**config.mk**
```make
export PLATFORM = sky130hd
export DESIGN_NAME = perspective_projector
export DESIGN_NICKNAME = d
export VERILOG_FILES = /design/src/hdl/transform_pkg.sv /design/src/hdl/perspective_projector.sv
export SDC_FILE = /design/constraint.sdc
export NUM_CORES = 1
export LEC_CHECK = 0
export BUFFER_PORTS_ARGS = -buffer_cell sky130_fd_sc_hd__buf_2
export CELL_PAD_IN_SITES_DETAIL_PLACEMENT = 0
export CELL_PAD_IN_SITES_GLOBAL_PLACEMENT = 1
export CORE_ASPECT_RATIO = 1.25
export CORE_MARGIN = 2
export CORE_UTILIZATION = 39
export CTS_BUF_LIST = sky130_fd_sc_hd__clkbuf_4 sky130_fd_sc_hd__clkbuf_8 sky130_fd_sc_hd__clkbuf_16
export DETAILED_ROUTE_END_ITERATION = 16
export PLACE_DENSITY_LB_ADDON = 0.1
export SYNTH_ARGS = -nofsm -noshare
export SYNTH_HDL_FRONTEND = slang
export SYNTH_SLANG_ARGS = --single-unit
```
**constraint.sdc**
```tcl
create_clock -name clk -period 8.2 [get_ports clk]
set_input_delay 1.64 -clock clk [delete_from_list [all_inputs] [get_ports clk]]
set_output_delay 1.64 -clock clk [all_outputs]
set_load 0.005 [all_outputs]
```
**src/hdl/transform_pkg.sv**
```systemverilog
package transform_pkg;

    // Signed Q16.16 fixed point
    typedef logic signed [31:0] q16_16_t;

    typedef struct packed {
        q16_16_t x;
        q16_16_t y;
        q16_16_t z;
    } vec3_t;

    typedef struct packed {
        vec3_t v0;
        vec3_t v1;
        vec3_t v2;
    } triangle_t;

    typedef struct packed {
        triangle_t triangle;     // Model-space vertices
        vec3_t     model_scale;  // Per-axis scale of the model
        vec3_t     model_pos;    // Model origin in world space
        vec3_t     camera_pos;   // Camera origin in world space
    } transform_setup_t;

    typedef struct packed {
        triangle_t triangle;     // World-space vertices
        vec3_t     camera_pos;
    } world_tri_t;

    localparam int Q_FRAC        = 16;
    localparam int SCREEN_WIDTH  = 320;
    localparam int SCREEN_HEIGHT = 240;
    localparam int FOCAL_SHIFT   = 8;   // Focal length of 256

    // Depth range kept by the culler
    localparam q16_16_t NEAR_Z = 32'sd65536;
    localparam q16_16_t FAR_Z  = 32'sd65536000;

endpackage

```
**src/hdl/perspective_projector.sv**
```systemverilog
`timescale 1ns/1ps

module perspective_projector (
    input  logic                     clk,
    input  logic                     rst_n,
    input  transform_pkg::triangle_t triangle,
    input  logic                     in_valid,
    output logic                     in_ready,
    output transform_pkg::triangle_t screen_tri,
    output logic                     out_valid,
    input  logic                     out_ready,
    output logic                     busy
);

    import transform_pkg::*;

    typedef enum logic [1:0] {IDLE, LOAD, DIVIDE, DONE} state_t;

    state_t     state;
    logic [2:0] coord_idx;  // Which of the six x/y values is being divided
    logic [4:0] bit_cnt;

    triangle_t  tri_reg;
    q16_16_t    res_xy [6];
    logic [32:0] rem;
    logic [31:0] quo;       // Remaining dividend bits in, quotient bits out
    logic [31:0] divisor;
    logic        neg;

    logic [2:0]  load_idx;
    q16_16_t     load_coord;
    logic [31:0] load_mag;
    logic [63:0] dividend;
    logic [32:0] trial;
    logic        q_bit;
    logic [31:0] quo_next;
    q16_16_t     q_signed;
    q16_16_t     screen_val;
    logic        last_bit;

    function automatic q16_16_t pick_coord(input triangle_t t, input logic [2:0] idx);
        case (idx)
            3'd0: return t.v0.x;
            3'd1: return t.v0.y;
            3'd2: return t.v1.x;
            3'd3: return t.v1.y;
            3'd4: return t.v2.x;
            default: return t.v2.y;
        endcase
    endfunction

    function automatic q16_16_t pick_z(input triangle_t t, input logic [2:0] idx);
        case (idx[2:1])
            2'd0: return t.v0.z;
            2'd1: return t.v1.z;
            default: return t.v2.z;
        endcase
    endfunction

    always_comb begin
        load_idx   = (state == LOAD) ? 3'd0 : coord_idx + 3'd1;
        load_coord = pick_coord(tri_reg, load_idx);
        load_mag   = load_coord[31] ? -load_coord : load_coord;
        dividend   = {32'd0, load_mag} << (FOCAL_SHIFT + Q_FRAC);

        // One restoring step
        trial    = {rem[31:0], quo[31]};
        q_bit    = trial >= {1'b0, divisor};
        quo_next = {quo[30:0], q_bit};
        q_signed = neg ? -q16_16_t'(quo_next) : q16_16_t'(quo_next);
        if (coord_idx[0]) begin
            screen_val = q16_16_t'((SCREEN_HEIGHT / 2) << Q_FRAC) - q_signed;  // Y grows downward
        end else begin
            screen_val = q_signed + q16_16_t'((SCREEN_WIDTH / 2) << Q_FRAC);
        end
        last_bit = (state == DIVIDE) && (bit_cnt == 5'd31);
    end

    always_ff @(posedge clk or negedge rst_n) begin
        if (!rst_n) begin
            state     <= IDLE;
            coord_idx <= 3'd0;
            bit_cnt   <= 5'd0;
        end else begin
            case (state)
                IDLE: if (in_valid) state <= LOAD;
                LOAD: begin
                    state     <= DIVIDE;
                    coord_idx <= 3'd0;
                    bit_cnt   <= 5'd0;
                end
                DIVIDE: begin
                    bit_cnt <= bit_cnt + 5'd1;
                    if (last_bit) begin
                        if (coord_idx == 3'd5) begin
                            state <= DONE;
                        end else begin
                            coord_idx <= coord_idx + 3'd1;
                        end
                    end
                end
                default: if (out_ready) state <= IDLE;
            endcase
        end
    end

    always_ff @(posedge clk) begin
        if (in_valid && in_ready) begin
            tri_reg <= triangle;
        end
        if (state == LOAD || (last_bit && coord_idx != 3'd5)) begin
            rem     <= {1'b0, dividend[63:32]};
            quo     <= dividend[31:0];
            divisor <= pick_z(tri_reg, load_idx);
            neg     <= load_coord[31];
        end else if (state == DIVIDE) begin
            rem <= q_bit ? trial - {1'b0, divisor} : trial;
            quo <= quo_next;
        end
        if (last_bit) begin
            res_xy[coord_idx] <= screen_val;
        end
    end

    always_comb begin
        screen_tri.v0 = '{x: res_xy[0], y: res_xy[1], z: tri_reg.v0.z};
        screen_tri.v1 = '{x: res_xy[2], y: res_xy[3], z: tri_reg.v1.z};
        screen_tri.v2 = '{x: res_xy[4], y: res_xy[5], z: tri_reg.v2.z};
    end

    assign in_ready  = (state == IDLE);
    assign out_valid = (state == DONE);
    assign busy      = (state != IDLE);

    // No second triangle may enter during the 193 cycles of one projection
    assert property (@(posedge clk) disable iff (!rst_n)
        in_valid && in_ready |=> (busy && !in_ready) [*193]);

endmodule

```
==> impl_metrics.py <==
metrics = {
    "critical_path": {
        "endpoint_kind": "register",
        "cpMaxStageDelayCell": "or4_1",
        "path_cells": "ha_1 -> a211oi_1 -> o21bai_1 -> nor4_2 -> o211ai_2 -> a2111o_1 -> nand2_1 -> ha_1 -> or4b_4 -> or4_1 -> o31ai_2 -> xor2_2 -> o311ai_1 -> o31ai_2 -> o41ai_1 -> nand3_1 -> xnor2_1",
        "crit_fanout": 10,
        "worstPathRequired_ns": 8.57,
        "critical_path_class": "register to register",
        "worstPathArrival_ns": 7.06,
        "slowest_delay_ns": 0.76,
        "startpoint_type": "register",
    },
    "route": {
        "detail-route-antenna-nets": 0,
        "remaining_drc_errors": 0,
        "drt_pass1_iterations": 5,
        "vias": 17720,
        "wl_um": 74720,
        "routed_via_density": 5.240,
        "wl_per_cell_um": 22.10,
        "drt_iter0_markers": 1102,
    },
    "timing": {
        "whs_ns": 0.4844,
        "finalHoldViolCount": 0,
        "max_freq_mhz": 149.6,
        "setup_violations": 0,
        "period_minus_slack_ns": 6.683,
        "timing.final.crit_share": 0.8151,
        "max_slew.worst_pin.slew_ns": 1.156,
        "finalSetupTns_ns": 0,
        "max_slew_margin": 0.2273,
        "fin_skew_ns": 0.02949,
        "rsz0062_at_grt": "false",
        "finalMaxSlewViolations": 0,
    },
    "synth": {
        "synth.most_common_cell": "edfxtp_1",
        "ys_async_sr_fraction": 0.01704,
        "postSynthCellCount": 1988,
        "yosys-top-cells-count": "edfxtp_1, nand2_1, nor2_1, a21oi_1, o21ai_0",
        "yosys.area.top_type_share": 0.6288,
        "syn_area_per_cell_um2": 13.09,
        "synth_area_leader_cell": "edfxtp_1",
        "yosys_warnings": 0,
        "synth-seq-cells": 587,
        "synth-edff-count": 545,
        "synth_top_cells_by_area": "edfxtp_1, buf_4, dfxtp_1",
        "synth_cell_types": 89,
        "synth_ff_type": "edfxtp_1",
        "synthesis.area_um2": 26030,
        "syn_nets": 2324,
        "ys_seq_area_frac": 0.6630,
    },
    "floorplan": {
        "start_util": 0.3954,
        "die_y_um": 292.8,
        "rows": 105,
        "io_pins": 583,
        "fp.dieW_um": 235.1,
        "core-area_um2": 65820,
        "die_area_um2": 68830,
    },
    "placement": {
        "port_buffers": 582,
        "gp_congestion": 0.8503,
        "dpl.hpwl_um": 53540,
    },
    "power_and_ir_drop": {
        "leakagePower_nw": 11.83,
        "seq_power_share": 0.379,
        "power_density_nw_per_um2": 378.9,
        "max-vdd-ir-drop_v": 0.0001818,
        "p_int_w": 0.007424,
        "finalPower_w": 0.01184,
        "switchingPower_w": 0.004411,
        "clockPowerShare": 0.233,
        "swShare": 0.3727,
        "combPwrFrac": 0.387,
    },
    "cts": {
        "path_clk_slew_ns": 0.06,
        "cts_hold_buf": 0,
        "cts_root_buffer": "clkbuf_16",
        "clockBufferDepth": 3,
        "h-tree-depth": 2,
        "cts_sinks": 587,
        "postCtsSetupBuffers": 0,
        "cts_resized": 0,
        "cts_tree": "yes",
        "clock_latency_ns": 0.64,
        "numCtsBuffers": 58,
    },
    "global_route": {
        "grt_overflow_total": 0,
        "grt_antenna_before_repair": 17,
        "grt_pass1_vias": 17830,
        "grt_usage": 0.2107,
        "grt_first_pass_wirelength_um": 111000,
        "grt_max_degree": 155,
    },
    "status": {
        "outcome": "finished clean",
    },
    "cells_and_area": {
        "final_layout_size_suffix_gt1_frac": 0.3040,
        "nNetsFinal": 2798,
        "area_growth_pct": 20.02,
    },
    "worst_hold_path": {
        "hp-class": "register to register",
    },
    "job": {
        "maxCapViolCount": 0,
    },
}
==> logic make-up after synthesis <==
group           count (synthesis)  synth area share
flops                         587            0.6630
compound gates                488            0.1245
buf+inv                       260           0.05211
fa+ha+maj                      44           0.02144
mux                            46           0.01774
simple gates                  453           0.08389
xor+xnor                      110           0.03730
==> placed cells by master, fill, tap and decap left out, types with 22 or more instances in the layout <==
| cell type | Yosys | routed |
|---|---|---|
| xor2_1 | 36 | 35 |
| buf_4 | 98 | 24 |
| o21ai_0 | 121 | 121 |
| xnor2_1 | 73 | 72 |
| nor2_1 | 127 | 120 |
| nand3_1 | 49 | 49 |
| mux2i_1 | 45 | 45 |
| clkbuf_16 | 0 | 59 |
| buf_2 | 4 | 582 |
| a21oi_1 | 121 | 121 |
| dfxtp_1 | 32 | 32 |
| a211oi_1 | 30 | 30 |
| a31oi_1 | 24 | 23 |
| ha_1 | 43 | 40 |
| edfxtp_1 | 545 | 545 |
| nand2_1 | 137 | 137 |
| a22oi_1 | 42 | 42 |
| nor3_1 | 22 | 22 |
| inv_1 | 64 | 64 |
==> path summary, 6_finish.rpt <==
path                       slack, ns  cells past startpoint            end     from
min reg2reg                     0.48                      2        rem[28]  rem[27]
min in group asynchronous       0.88                      1   coord_idx[2]    rst_n
max reg2reg                     1.52                     17  res_xy[1][30]   rem[5]
max                             1.52                     17  res_xy[1][30]   rem[5]
max in group asynchronous       7.08                      1   coord_idx[0]    rst_n
min                             0.48                      2        rem[28]  rem[27]
==> per-layer routing <==
| layer | routed length [um] | vias to the layer above | share of wire | global-route usage |
|---|---|---|---|---|
| li1 | - | 8366 | - | - |
| met1 | 27860 | 8625 | 0.37 | 0.2387 |
| met2 | 40050 | 580 | 0.54 | 0.3845 |
| met3 | 3769 | 143 | 0.050 | 0.03713 |
| met4 | 3021 | 4 | 0.040 | 0.09756 |
| met5 | 23 | - | 0.00031 | 0 |
==> worst max-delay path, delay by kind of cell, from the launching register on <==
| family | cells | cell delay, ns |
|---|---|---|
| AND/OR/NAND/NOR | 5 | 1.88 |
| XOR/XNOR | 2 | 0.64 |
| flip-flops | 1 | 0.39 |
| AO/OA/AOI/OAI | 8 | 2.90 |
| adder cells (fa/ha/maj) | 2 | 0.62 |
==> power by group through the flow <==
stage / sequential, W / clock [W] / combinational, W
after global placement: 0.00453 / 0 / 0.00458
after CTS: 0.00449 / 0.00284 / 0.00466
after floorplan: 0.00452 / 0 / 0.00334
after detailed placement: 0.00455 / 0 / 0.00463
after global routing: 0.00454 / 0.00295 / 0.00511
final: 0.00449 / 0.00276 / 0.00458
==> per-stage QoR <==
step / util / cells / cell area, um^2 / worst slack, ns
2_1_floorplan: - / 1988 / 26030 / 1.770
3_3_place_gp: 0.4439 / 3258 / 29210 / 1.600
3_5_place_dp: 0.4439 / 3258 / 29210 / 1.513
4_1_cts: 0.4740 / 3366 / 31200 / 1.467
5_1_grt: 0.4746 / 3380 / 31240 / 0.9664
6_report: 0.4746 / 3381 / 31240 / 1.517
==> layout make-up <==
cell class / count / area, um^2
Fill cell: 6001 / 34580
Sequential cell: 587 / 17260
Multi-Input combinational cell: 1141 / 7518
Timing Repair Buffer: 607 / 3113
Clock buffer: 81 / 1667
Tap cell: 856 / 1071
Clock inverter: 27 / 320.3
Inverter: 67 / 254.0
Antenna cell: 15 / 37.54
(Power assumes the default switching activity.)
