<file path="src/hdl/transform_pkg.sv">
package transform_pkg;

    // Signed Q16.16 fixed point
    typedef logic signed [31:0] q16_16_t;

    typedef struct packed {
        q16_16_t x;
        q16_16_t y;
        q16_16_t z;
    } vec3_t;

    typedef struct packed {
        vec3_t v0;
        vec3_t v1;
        vec3_t v2;
    } triangle_t;

    typedef struct packed {
        triangle_t triangle;     // Model-space vertices
        vec3_t     model_scale;  // Per-axis scale of the model
        vec3_t     model_pos;    // Model origin in world space
        vec3_t     camera_pos;   // Camera origin in world space
    } transform_setup_t;

    typedef struct packed {
        triangle_t triangle;     // World-space vertices
        vec3_t     camera_pos;
    } world_tri_t;

    localparam int Q_FRAC        = 16;
    localparam int SCREEN_WIDTH  = 320;
    localparam int SCREEN_HEIGHT = 240;
    localparam int FOCAL_SHIFT   = 8;   // Focal length of 256

    // Depth range kept by the culler
    localparam q16_16_t NEAR_Z = 32'sd65536;
    localparam q16_16_t FAR_Z  = 32'sd65536000;

endpackage

</file>
<file path="src/hdl/camera_cull_stage.sv">
`timescale 1ns/1ps

module camera_cull_stage (
    input  logic                      clk,
    input  logic                      rst_n,
    input  transform_pkg::world_tri_t world,
    input  logic                      in_valid,
    output logic                      in_ready,
    output transform_pkg::triangle_t  out_triangle,
    output logic                      out_valid,
    input  logic                      out_ready,
    output logic                      busy
);

    import transform_pkg::*;

    triangle_t cam_tri;
    logic      cull;

    function automatic vec3_t sub_vec(input vec3_t a, input vec3_t b);
        vec3_t d;
        d.x = a.x - b.x;
        d.y = a.y - b.y;
        d.z = a.z - b.z;
        return d;
    endfunction

    function automatic logic z_ok(input q16_16_t z);
        return (z >= NEAR_Z) && (z <= FAR_Z);
    endfunction

    always_comb begin
        cam_tri.v0 = sub_vec(world.triangle.v0, world.camera_pos);
        cam_tri.v1 = sub_vec(world.triangle.v1, world.camera_pos);
        cam_tri.v2 = sub_vec(world.triangle.v2, world.camera_pos);
        cull = !(z_ok(cam_tri.v0.z) && z_ok(cam_tri.v1.z) && z_ok(cam_tri.v2.z));
    end

    assign in_ready = !out_valid || out_ready;
    assign busy     = out_valid;

    always_ff @(posedge clk or negedge rst_n) begin
        if (!rst_n) begin
            out_valid <= 1'b0;
        end else if (in_valid && in_ready) begin
            out_valid <= !cull;  // Culled triangles are consumed and dropped
        end else if (out_ready) begin
            out_valid <= 1'b0;
        end
    end

    always_ff @(posedge clk) begin
        if (in_valid && in_ready && !cull) begin
            out_triangle <= cam_tri;
        end
    end

    // The projector divides by these depths so they must be positive
    assert property (@(posedge clk) disable iff (!rst_n)
        out_valid |-> z_ok(out_triangle.v0.z) && z_ok(out_triangle.v1.z)
                      && z_ok(out_triangle.v2.z));

endmodule

</file>
<file path="config.mk">
export PLATFORM = sky130hd
export DESIGN_NAME = camera_cull_stage
export DESIGN_NICKNAME = d
export VERILOG_FILES = /design/src/hdl/transform_pkg.sv /design/src/hdl/camera_cull_stage.sv
export SDC_FILE = /design/constraint.sdc
export NUM_CORES = 1
export LEC_CHECK = 0
export BUFFER_PORTS_ARGS = -buffer_cell sky130_fd_sc_hd__buf_2
export CORE_AREA = 4 4 258 260
export CTS_BUF_LIST = sky130_fd_sc_hd__clkbuf_4 sky130_fd_sc_hd__clkbuf_8 sky130_fd_sc_hd__clkbuf_16
export DETAILED_ROUTE_END_ITERATION = 10
export DIE_AREA = 0 0 262 264
export PLACE_DENSITY = 0.63
export SYNTH_ARGS = -nofsm -noshare
export SYNTH_HDL_FRONTEND = slang
export SYNTH_SLANG_ARGS = --single-unit
</file>
<file path="constraint.sdc">
create_clock -name clk -period 22.2 [get_ports clk]
set_input_delay 0 -clock clk [delete_from_list [all_inputs] [get_ports clk]]
set_output_delay 0 -clock clk [all_outputs]
set_load 0.1 [all_outputs]
</file>
==> metrics.yaml, run 1 <==
worst_setup_path:
  cp.depth: 18
  crit_fanout: 74
  worstPathArrival_ps: 6370
  reg2regPathDepth: 8
  path_cells: "dlygate4sd3_1 > buf_2 > inv_1 > ha_1 > fa_1 > nor2b_1 > o31a_1 > a31oi_1 > o21ai_1 > a2111oi_0 > or3_1 > a21boi_0 > or4_1 > nor4_1 > nand4b_1 > nor3_4 > buf_4 > buf_4"
  crit_buf_inv: 5
  crit_type: "input pin to flip-flop"
  cp_top_family: "buffers and inverters"
  slowest_delay_ps: 960
  slowest_stage: "a2111oi_0"
  cp_common_cell: "buf_4"
  cp-start-kind: "input pin"
  required_ps: 22360
  worstSetupEndpointType: "flip-flop"
drt:
  wl_per_cell_um: 19.5
  vias: 21816
  drc: 0
  routed_wirelength_um: 81700
  ant_nets: 0
  viasPerCell: 5.21
  drt_iter0_drc: 1509
  firstDrtPassIters: 6
sta:
  fin_worst_skew_ps: 14.2
  period_needed_ps: 6210
  fin_crit_sh: 0.280
  final_max_slew_viol_count: 0
  fin_tns_setup_ps: 0
  worst_slew_pin_slew_ps: 1070
  max_slew_margin: 0.267
  final_hold_viol_count: 0
  setup_violations: 0
  rsz0062_at_grt: "no"
  whs_ps: 20.1
  fmax_mhz: 161
floorplanning:
  initial_core_util: 0.356
  die_w_um: 262
  die_h_um: 264
  io_pins: 679
  fp-row-count: 93
  coreArea_um2: 64100
  die_area_um2: 69200
synth:
  ys_types: 82
  synth_ff_type: "edfxtp_1"
  synth_nets: 3011
  synth_seq_area_share: 0.380
  netlist.area_leader.share: 0.378
  synth.ff_latch_count: 289
  syn_area_per_cell_um2: 9.79
  synth_top_area_cell: "edfxtp_1"
  synth_cells: 2335
  synth_area_leaders: "edfxtp_1, ha_1, xnor2_1"
  synth_edf_count: 288
  ys_warn_count: 0
  async_flop_share: 0.00346
  synth_area_um2: 22900
power:
  power_frac_seq: 0.340
  ir_drop_v: 0.0000596
  combPwrFrac: 0.307
  p_switching_uw: 556
  pwr_density_cell_nw_per_um2: 59.2
  clock_power_share: 0.353
  intPower_uw: 1290
  power_leakage_uw: 0.0139
  total_power_uw: 1850
  sw_frac_of_total: 0.301
placed_design:
  place.gp.congestion: 0.935
  hpwl_um: 65700
  post-place-cells: 3847
  port_buffers: 678
global_routing:
  grt_pass1_vias: 21254
  grt_pass1_wl_um: 120000
  grt-ovfl-total: 0
  antenna_found_initial: 11
  grt_usage: 0.223
  grt_max_degree: 75
clocking:
  clock_path_buffers: 3
  numCtsBuffers: 38
  numClockSinks: 289
  clk_latency_ps: 560
  cts_tree: "done"
  cts_max_level: 2
  cts.repair.resized: 0
  clkTransAtPathRegs_ps: 60
  root_buffer: "clkbuf_16"
  post_cts_buffers: 0
cells_and_area:
  finalNonFillerCells: 4185
  layout_commonest_cell: "buf_2"
  fin_util: 0.487
  syn_to_final_growth_pct: 36.5
  num-fill-cells: 5895
  drive_above_1_share: 0.234
  nNetsFinal: 3966
  regArea_um2: 8670
  final_cell_mix: "buf_2, edfxtp_1, ha_1, dlygate4sd3_1, a21oi_1"
  multiInputGateArea_um2: 13400
run_status:
  status: "completed"
flow_run:
  maxCapViolCount: 0
hold_path:
  hp-class: "input pin to flip-flop"
  hold_depth: 3
[tightest hold or removal path, stage by stage]
cell     delay, ps
buf_2          170
xor2_1         140
xnor2_1        150
[per-stage QoR]
| step | setup slack, ps | area, µm² |
|---|---|---|
| floorplan | 7160 | 22900 |
| global placement | 15990 | 27300 |
| detailed placement | 15920 | 27300 |
| CTS | 16030 | 31200 |
| global route | 15650 | 31200 |
| finish | 15990 | 31200 |
[what timing repair did]
item / in CTS / in global routing
setup endpoints to repair: 0 / 0
hold endpoints to repair: 203 / 0
hold buffers: 258 / 0
[flip-flops by register name, summed over array words and instances (netlist names)]
signal and cells:
out_triangle 288, busy 1
[path summary, 6_finish.rpt]
kind / start / endpoint / slack [ps]
max in group asynchronous: rst_n / busy / 21820
worst max-delay path: world[96] / out_triangle[247] / 15990
worst min register to register: busy / busy / 750
worst max register to register: busy / out_triangle[247] / 18260
worst min-delay path: world[95] / out_triangle[287] / 20
min in group asynchronous: rst_n / busy / 280
[cells in the mapped netlist, types with 42 or more instances]
| cell | instances |
|---|---|
| a21o_1 | 89 |
| o21a_1 | 54 |
| a21oi_1 | 199 |
| nand2_1 | 148 |
| o21ai_0 | 129 |
| nand3_1 | 42 |
| edfxtp_1 | 288 |
| xor2_1 | 66 |
| xnor2_1 | 192 |
| ha_1 | 279 |
| nor2_1 | 165 |
| inv_1 | 184 |
[power groups by stage]
stage	Sequential [µW]	Clock (µW)	Combinational (µW)
finish	628	652	567
global route	628	688	626
CTS	628	666	560
detailed placement	640	0	503
global placement	640	0	501
floorplan	640	0	363
[layout make-up]
cell class / instances / share of cell area
Sequential cell: 289 / 0.278
Clock buffer: 46 / 0.0336
Inverter: 184 / 0.0221
Tap cell: 855 / 0.0343
Clock inverter: 24 / 0.00862
Timing Repair Buffer: 943 / 0.193
Multi-Input combinational cell: 1834 / 0.429
Antenna cell: 10 / 0.000802
[layer usage]
metal  up-vias  routed length [µm]  global-route usage
met5         -                   9                   0
met1     10208               32900               0.274
met2       845               39400               0.387
li1      10576                   -                   -
met3       185                5820              0.0404
met4         2                3530              0.0866
[cell families after synthesis]
family,count (synthesis),synth area share
AOI/OAI and AO/OA,686,0.196
and+or+nand+nor,599,0.129
DFF,289,0.380
adders and majority gates,288,0.161
xor gates and xnor gates,258,0.0989
buffers and inverters,212,0.0350
muxes,3,0.00131
Note: power is estimated with default switching activity, not from simulation.
==> run 2: changes to the inputs <==
Settings changed: ABC_AREA from default to 1, CORE_AREA 4 4 258 260 to 4 4 263 265, DIE_AREA 0 0 262 264 to 0 0 267 269, PLACE_DENSITY 0.63 to 0.66.
Clock period 22.2 ns to 6.2 ns, I/O delays scaled along.
==> metrics.yaml, run 2 <==
power:
  clock_power_share: 0.328
  power_leakage_uw: 0.0180
  sw_frac_of_total: 0.355
  ir_drop_v: 0.000238
  intPower_uw: 4440
  pwr_density_cell_nw_per_um2: 196
  combPwrFrac: 0.345
  p_switching_uw: 2440
  power_frac_seq: 0.327
synth:
  synth_edf_count: 288
  async_flop_share: 0.00346
  ys_types: 50
  ys_warn_count: 0
  synth_compound_area_frac: 0.111
  netlist.area_leader.share: 0.319
  syn_area_per_cell_um2: 7.22
  synth_seq_area_share: 0.320
  synth_area_um2: 27100
  synth_xor_xnor_area_share: 0.0678
  synth.ff_latch_count: 289
  synth_nets: 4435
  synth_commonest_cells: "nand2_1, inv_1, nor2_1"
  synth_ff_type: "edfxtp_1"
  synth_area_leaders: "edfxtp_1, nand2_1, ha_1"
  synth_top_area_cell: "edfxtp_1"
  synth_simple_gate_area_frac: 0.261
  synth_fa_ha_area_frac: 0.135
  yosysMostFrequentCell: "nand2_1"
  synth_cells: 3759
  synth_top_family_by_area: "simple AND/OR/NAND/NOR gates"
  synthMuxAreaShare: 0
floorplanning:
  die_area_um2: 71800
  fp-row-count: 95
  io_pins: 679
  die_h_um: 269
  coreArea_um2: 66800
  initial_core_util: 0.406
  die_w_um: 267
clocking:
  root_buffer: "clkbuf_16"
  cts_max_level: 2
  clk_latency_ps: 580
  clock_path_buffers: 3
  cts_tree: "done"
  numCtsBuffers: 37
  clkTransAtPathRegs_ps: 60
  numClockSinks: 289
hold_path:
  hold_depth: 3
  hp-class: "input pin to flip-flop"
  hold_path.startpoint: "world[336]"
  holdPathEnd: "out_triangle[240]"
drt:
  drt_iter0_drc: 2208
  drc: 0
  wl_per_cell_um: 19.7
  vias: 28823
  ant_nets: 0
  routed_wirelength_um: 110000
  firstDrtPassIters: 5
  viasPerCell: 5.16
global_routing:
  grt_pass1_vias: 27705
  grt_max_degree: 52
  grt_usage: 0.289
  grt-ovfl-total: 0
  antenna_found_initial: 9
  grt_pass1_wl_um: 159000
worst_setup_path:
  reg2reg_slack_ps: 3180
  slowest_delay_ps: 770
  crit_fanout: 24
  regToRegStartpoint: "busy"
  reg2regPathDepth: 8
  crit_type: "input pin to flip-flop"
  path_cells: "dlygate4sd3_1 > buf_2 > inv_8 > ha_4 > fa_2 > inv_2 > nand3_2 > nand2_2 > nand2_1 > nand2_1 > nand2_1 > nand2_1 > nand2_1 > nand2_1 > nand3_1 > nor2_1 > nand2_1 > nand2_1 > nand2_1 > nand2_1 > and2_1 > nand2_2 > nor2_4 > buf_4"
  slowest_stage: "nor2_4"
  cp_common_cell: "nand2_1"
  worstSetupEndpointType: "flip-flop"
  cp-start-kind: "input pin"
  r2r_end: "out_triangle[140]"
  required_ps: 6450
  worstPathArrival_ps: 4390
cells_and_area:
  top_register: "out_triangle"
  drive_above_1_share: 0.178
  nNetsFinal: 5361
  final_area_um2: 35000
  finalNonFillerCells: 5591
  final_cell_mix: "nand2_1, inv_1, buf_2, nor2_1, edfxtp_1"
  num-fill-cells: 6550
  largest_register_ffs: 288
  syn_to_final_growth_pct: 29.2
  layout_commonest_cell: "nand2_1"
placed_design:
  port_buffers: 678
  hpwl_um: 92800
  place_area_um2: 31800
  place.gp.congestion: 1.00
  post-place-cells: 5316
sta:
  setup_violations: 0
  fin_tns_setup_ps: 0
  rsz0062_at_grt: "no"
  whs_ps: 19.0
  final_max_slew_viol_count: 0
  worst_slew_pin_slew_ps: 998
  fmax_mhz: 241
  fin_worst_skew_ps: 16.4
  final_hold_viol_count: 0
  max_slew_margin: 0.333
  period_needed_ps: 4140
  fin_crit_sh: 0.668
flow_run:
  maxCapViolCount: 0
run_status:
  status: "completed"
==> run 2: kinds of logic (layout without fill, tap and decap cells) <==
logic type,Yosys count,count (layout)
and+or+nand+nor,1702,1702
DFF,289,289
xor gates and xnor gates,209,209
AOI/OAI and AO/OA,515,515
adders and majority gates,288,288
buffers and inverters,756,1709
other,0,6
==> run 2: repair_timing <==
action / 4_1_cts / 5_1_grt
hold buffers: 203 / 0
resized for setup: 0 / 0
endpoints found under the hold margin: 182 / 0
buffers inserted: 0 / 0
==> run 2: layout make-up <==
cell class | instances | area, µm² | area share
Inverter | 754 | 2840 | 0.0810
Multi-Input combinational cell | 2714 | 15600 | 0.446
Tap cell | 873 | 1090 | 0.0312
Antenna cell | 6 | 15.0 | 0.000428
Timing Repair Buffer | 889 | 5550 | 0.158
Clock inverter | 23 | 250 | 0.00714
Clock buffer | 43 | 988 | 0.0282
Sequential cell | 289 | 8670 | 0.247
==> run 2: worst max-delay path by stage <==
stage | end | from | slack [ps]
after floorplan | out_triangle[0] | world[192] | -170
after global placement | out_triangle[158] | world[0] | 1950
after detailed placement | out_triangle[158] | world[3] | 1970
after CTS | out_triangle[158] | world[192] | 2080
after global routing | out_triangle[158] | world[192] | 1820
final | out_triangle[140] | world[192] | 2060
==> run 2: power groups by stage <==
| stage | clock (µW) | sequential (µW) | combinational (µW) |
|---|---|---|---|
| 2_1_floorplan | 0 | 2290 | 1500 |
| 3_3_place_gp | 0 | 2290 | 2190 |
| 3_5_place_dp | 0 | 2290 | 2200 |
| 4_1_cts | 2300 | 2250 | 2330 |
| 5_1_grt | 2380 | 2240 | 2620 |
| 6_report | 2260 | 2250 | 2370 |
==> run 2: per-stage QoR <==
step	utilization	worst slack [ps]	total power (µW)
2_1_floorplan	-	-168	3790
5_1_grt	0.525	1820	7250
4_1_cts	0.524	2080	6880
6_report	0.525	2060	6880
3_3_place_gp	0.475	1950	4480
3_5_place_dp	0.475	1970	4490
==> run 2: critical path: cells and delay by family <==
family                     cells  cell delay, ps
and+or+nand+nor               17            2580
adders and majority gates      2             560
buffers and inverters          5            1210
==> run 2: metal layers <==
metal,up-vias,share of wire,GRT usage
met5,-,0.00024,0
met4,4,0.050,0.129
met3,262,0.079,0.0549
met2,1248,0.46,0.488
met1,13254,0.41,0.363
li1,14055,-,-
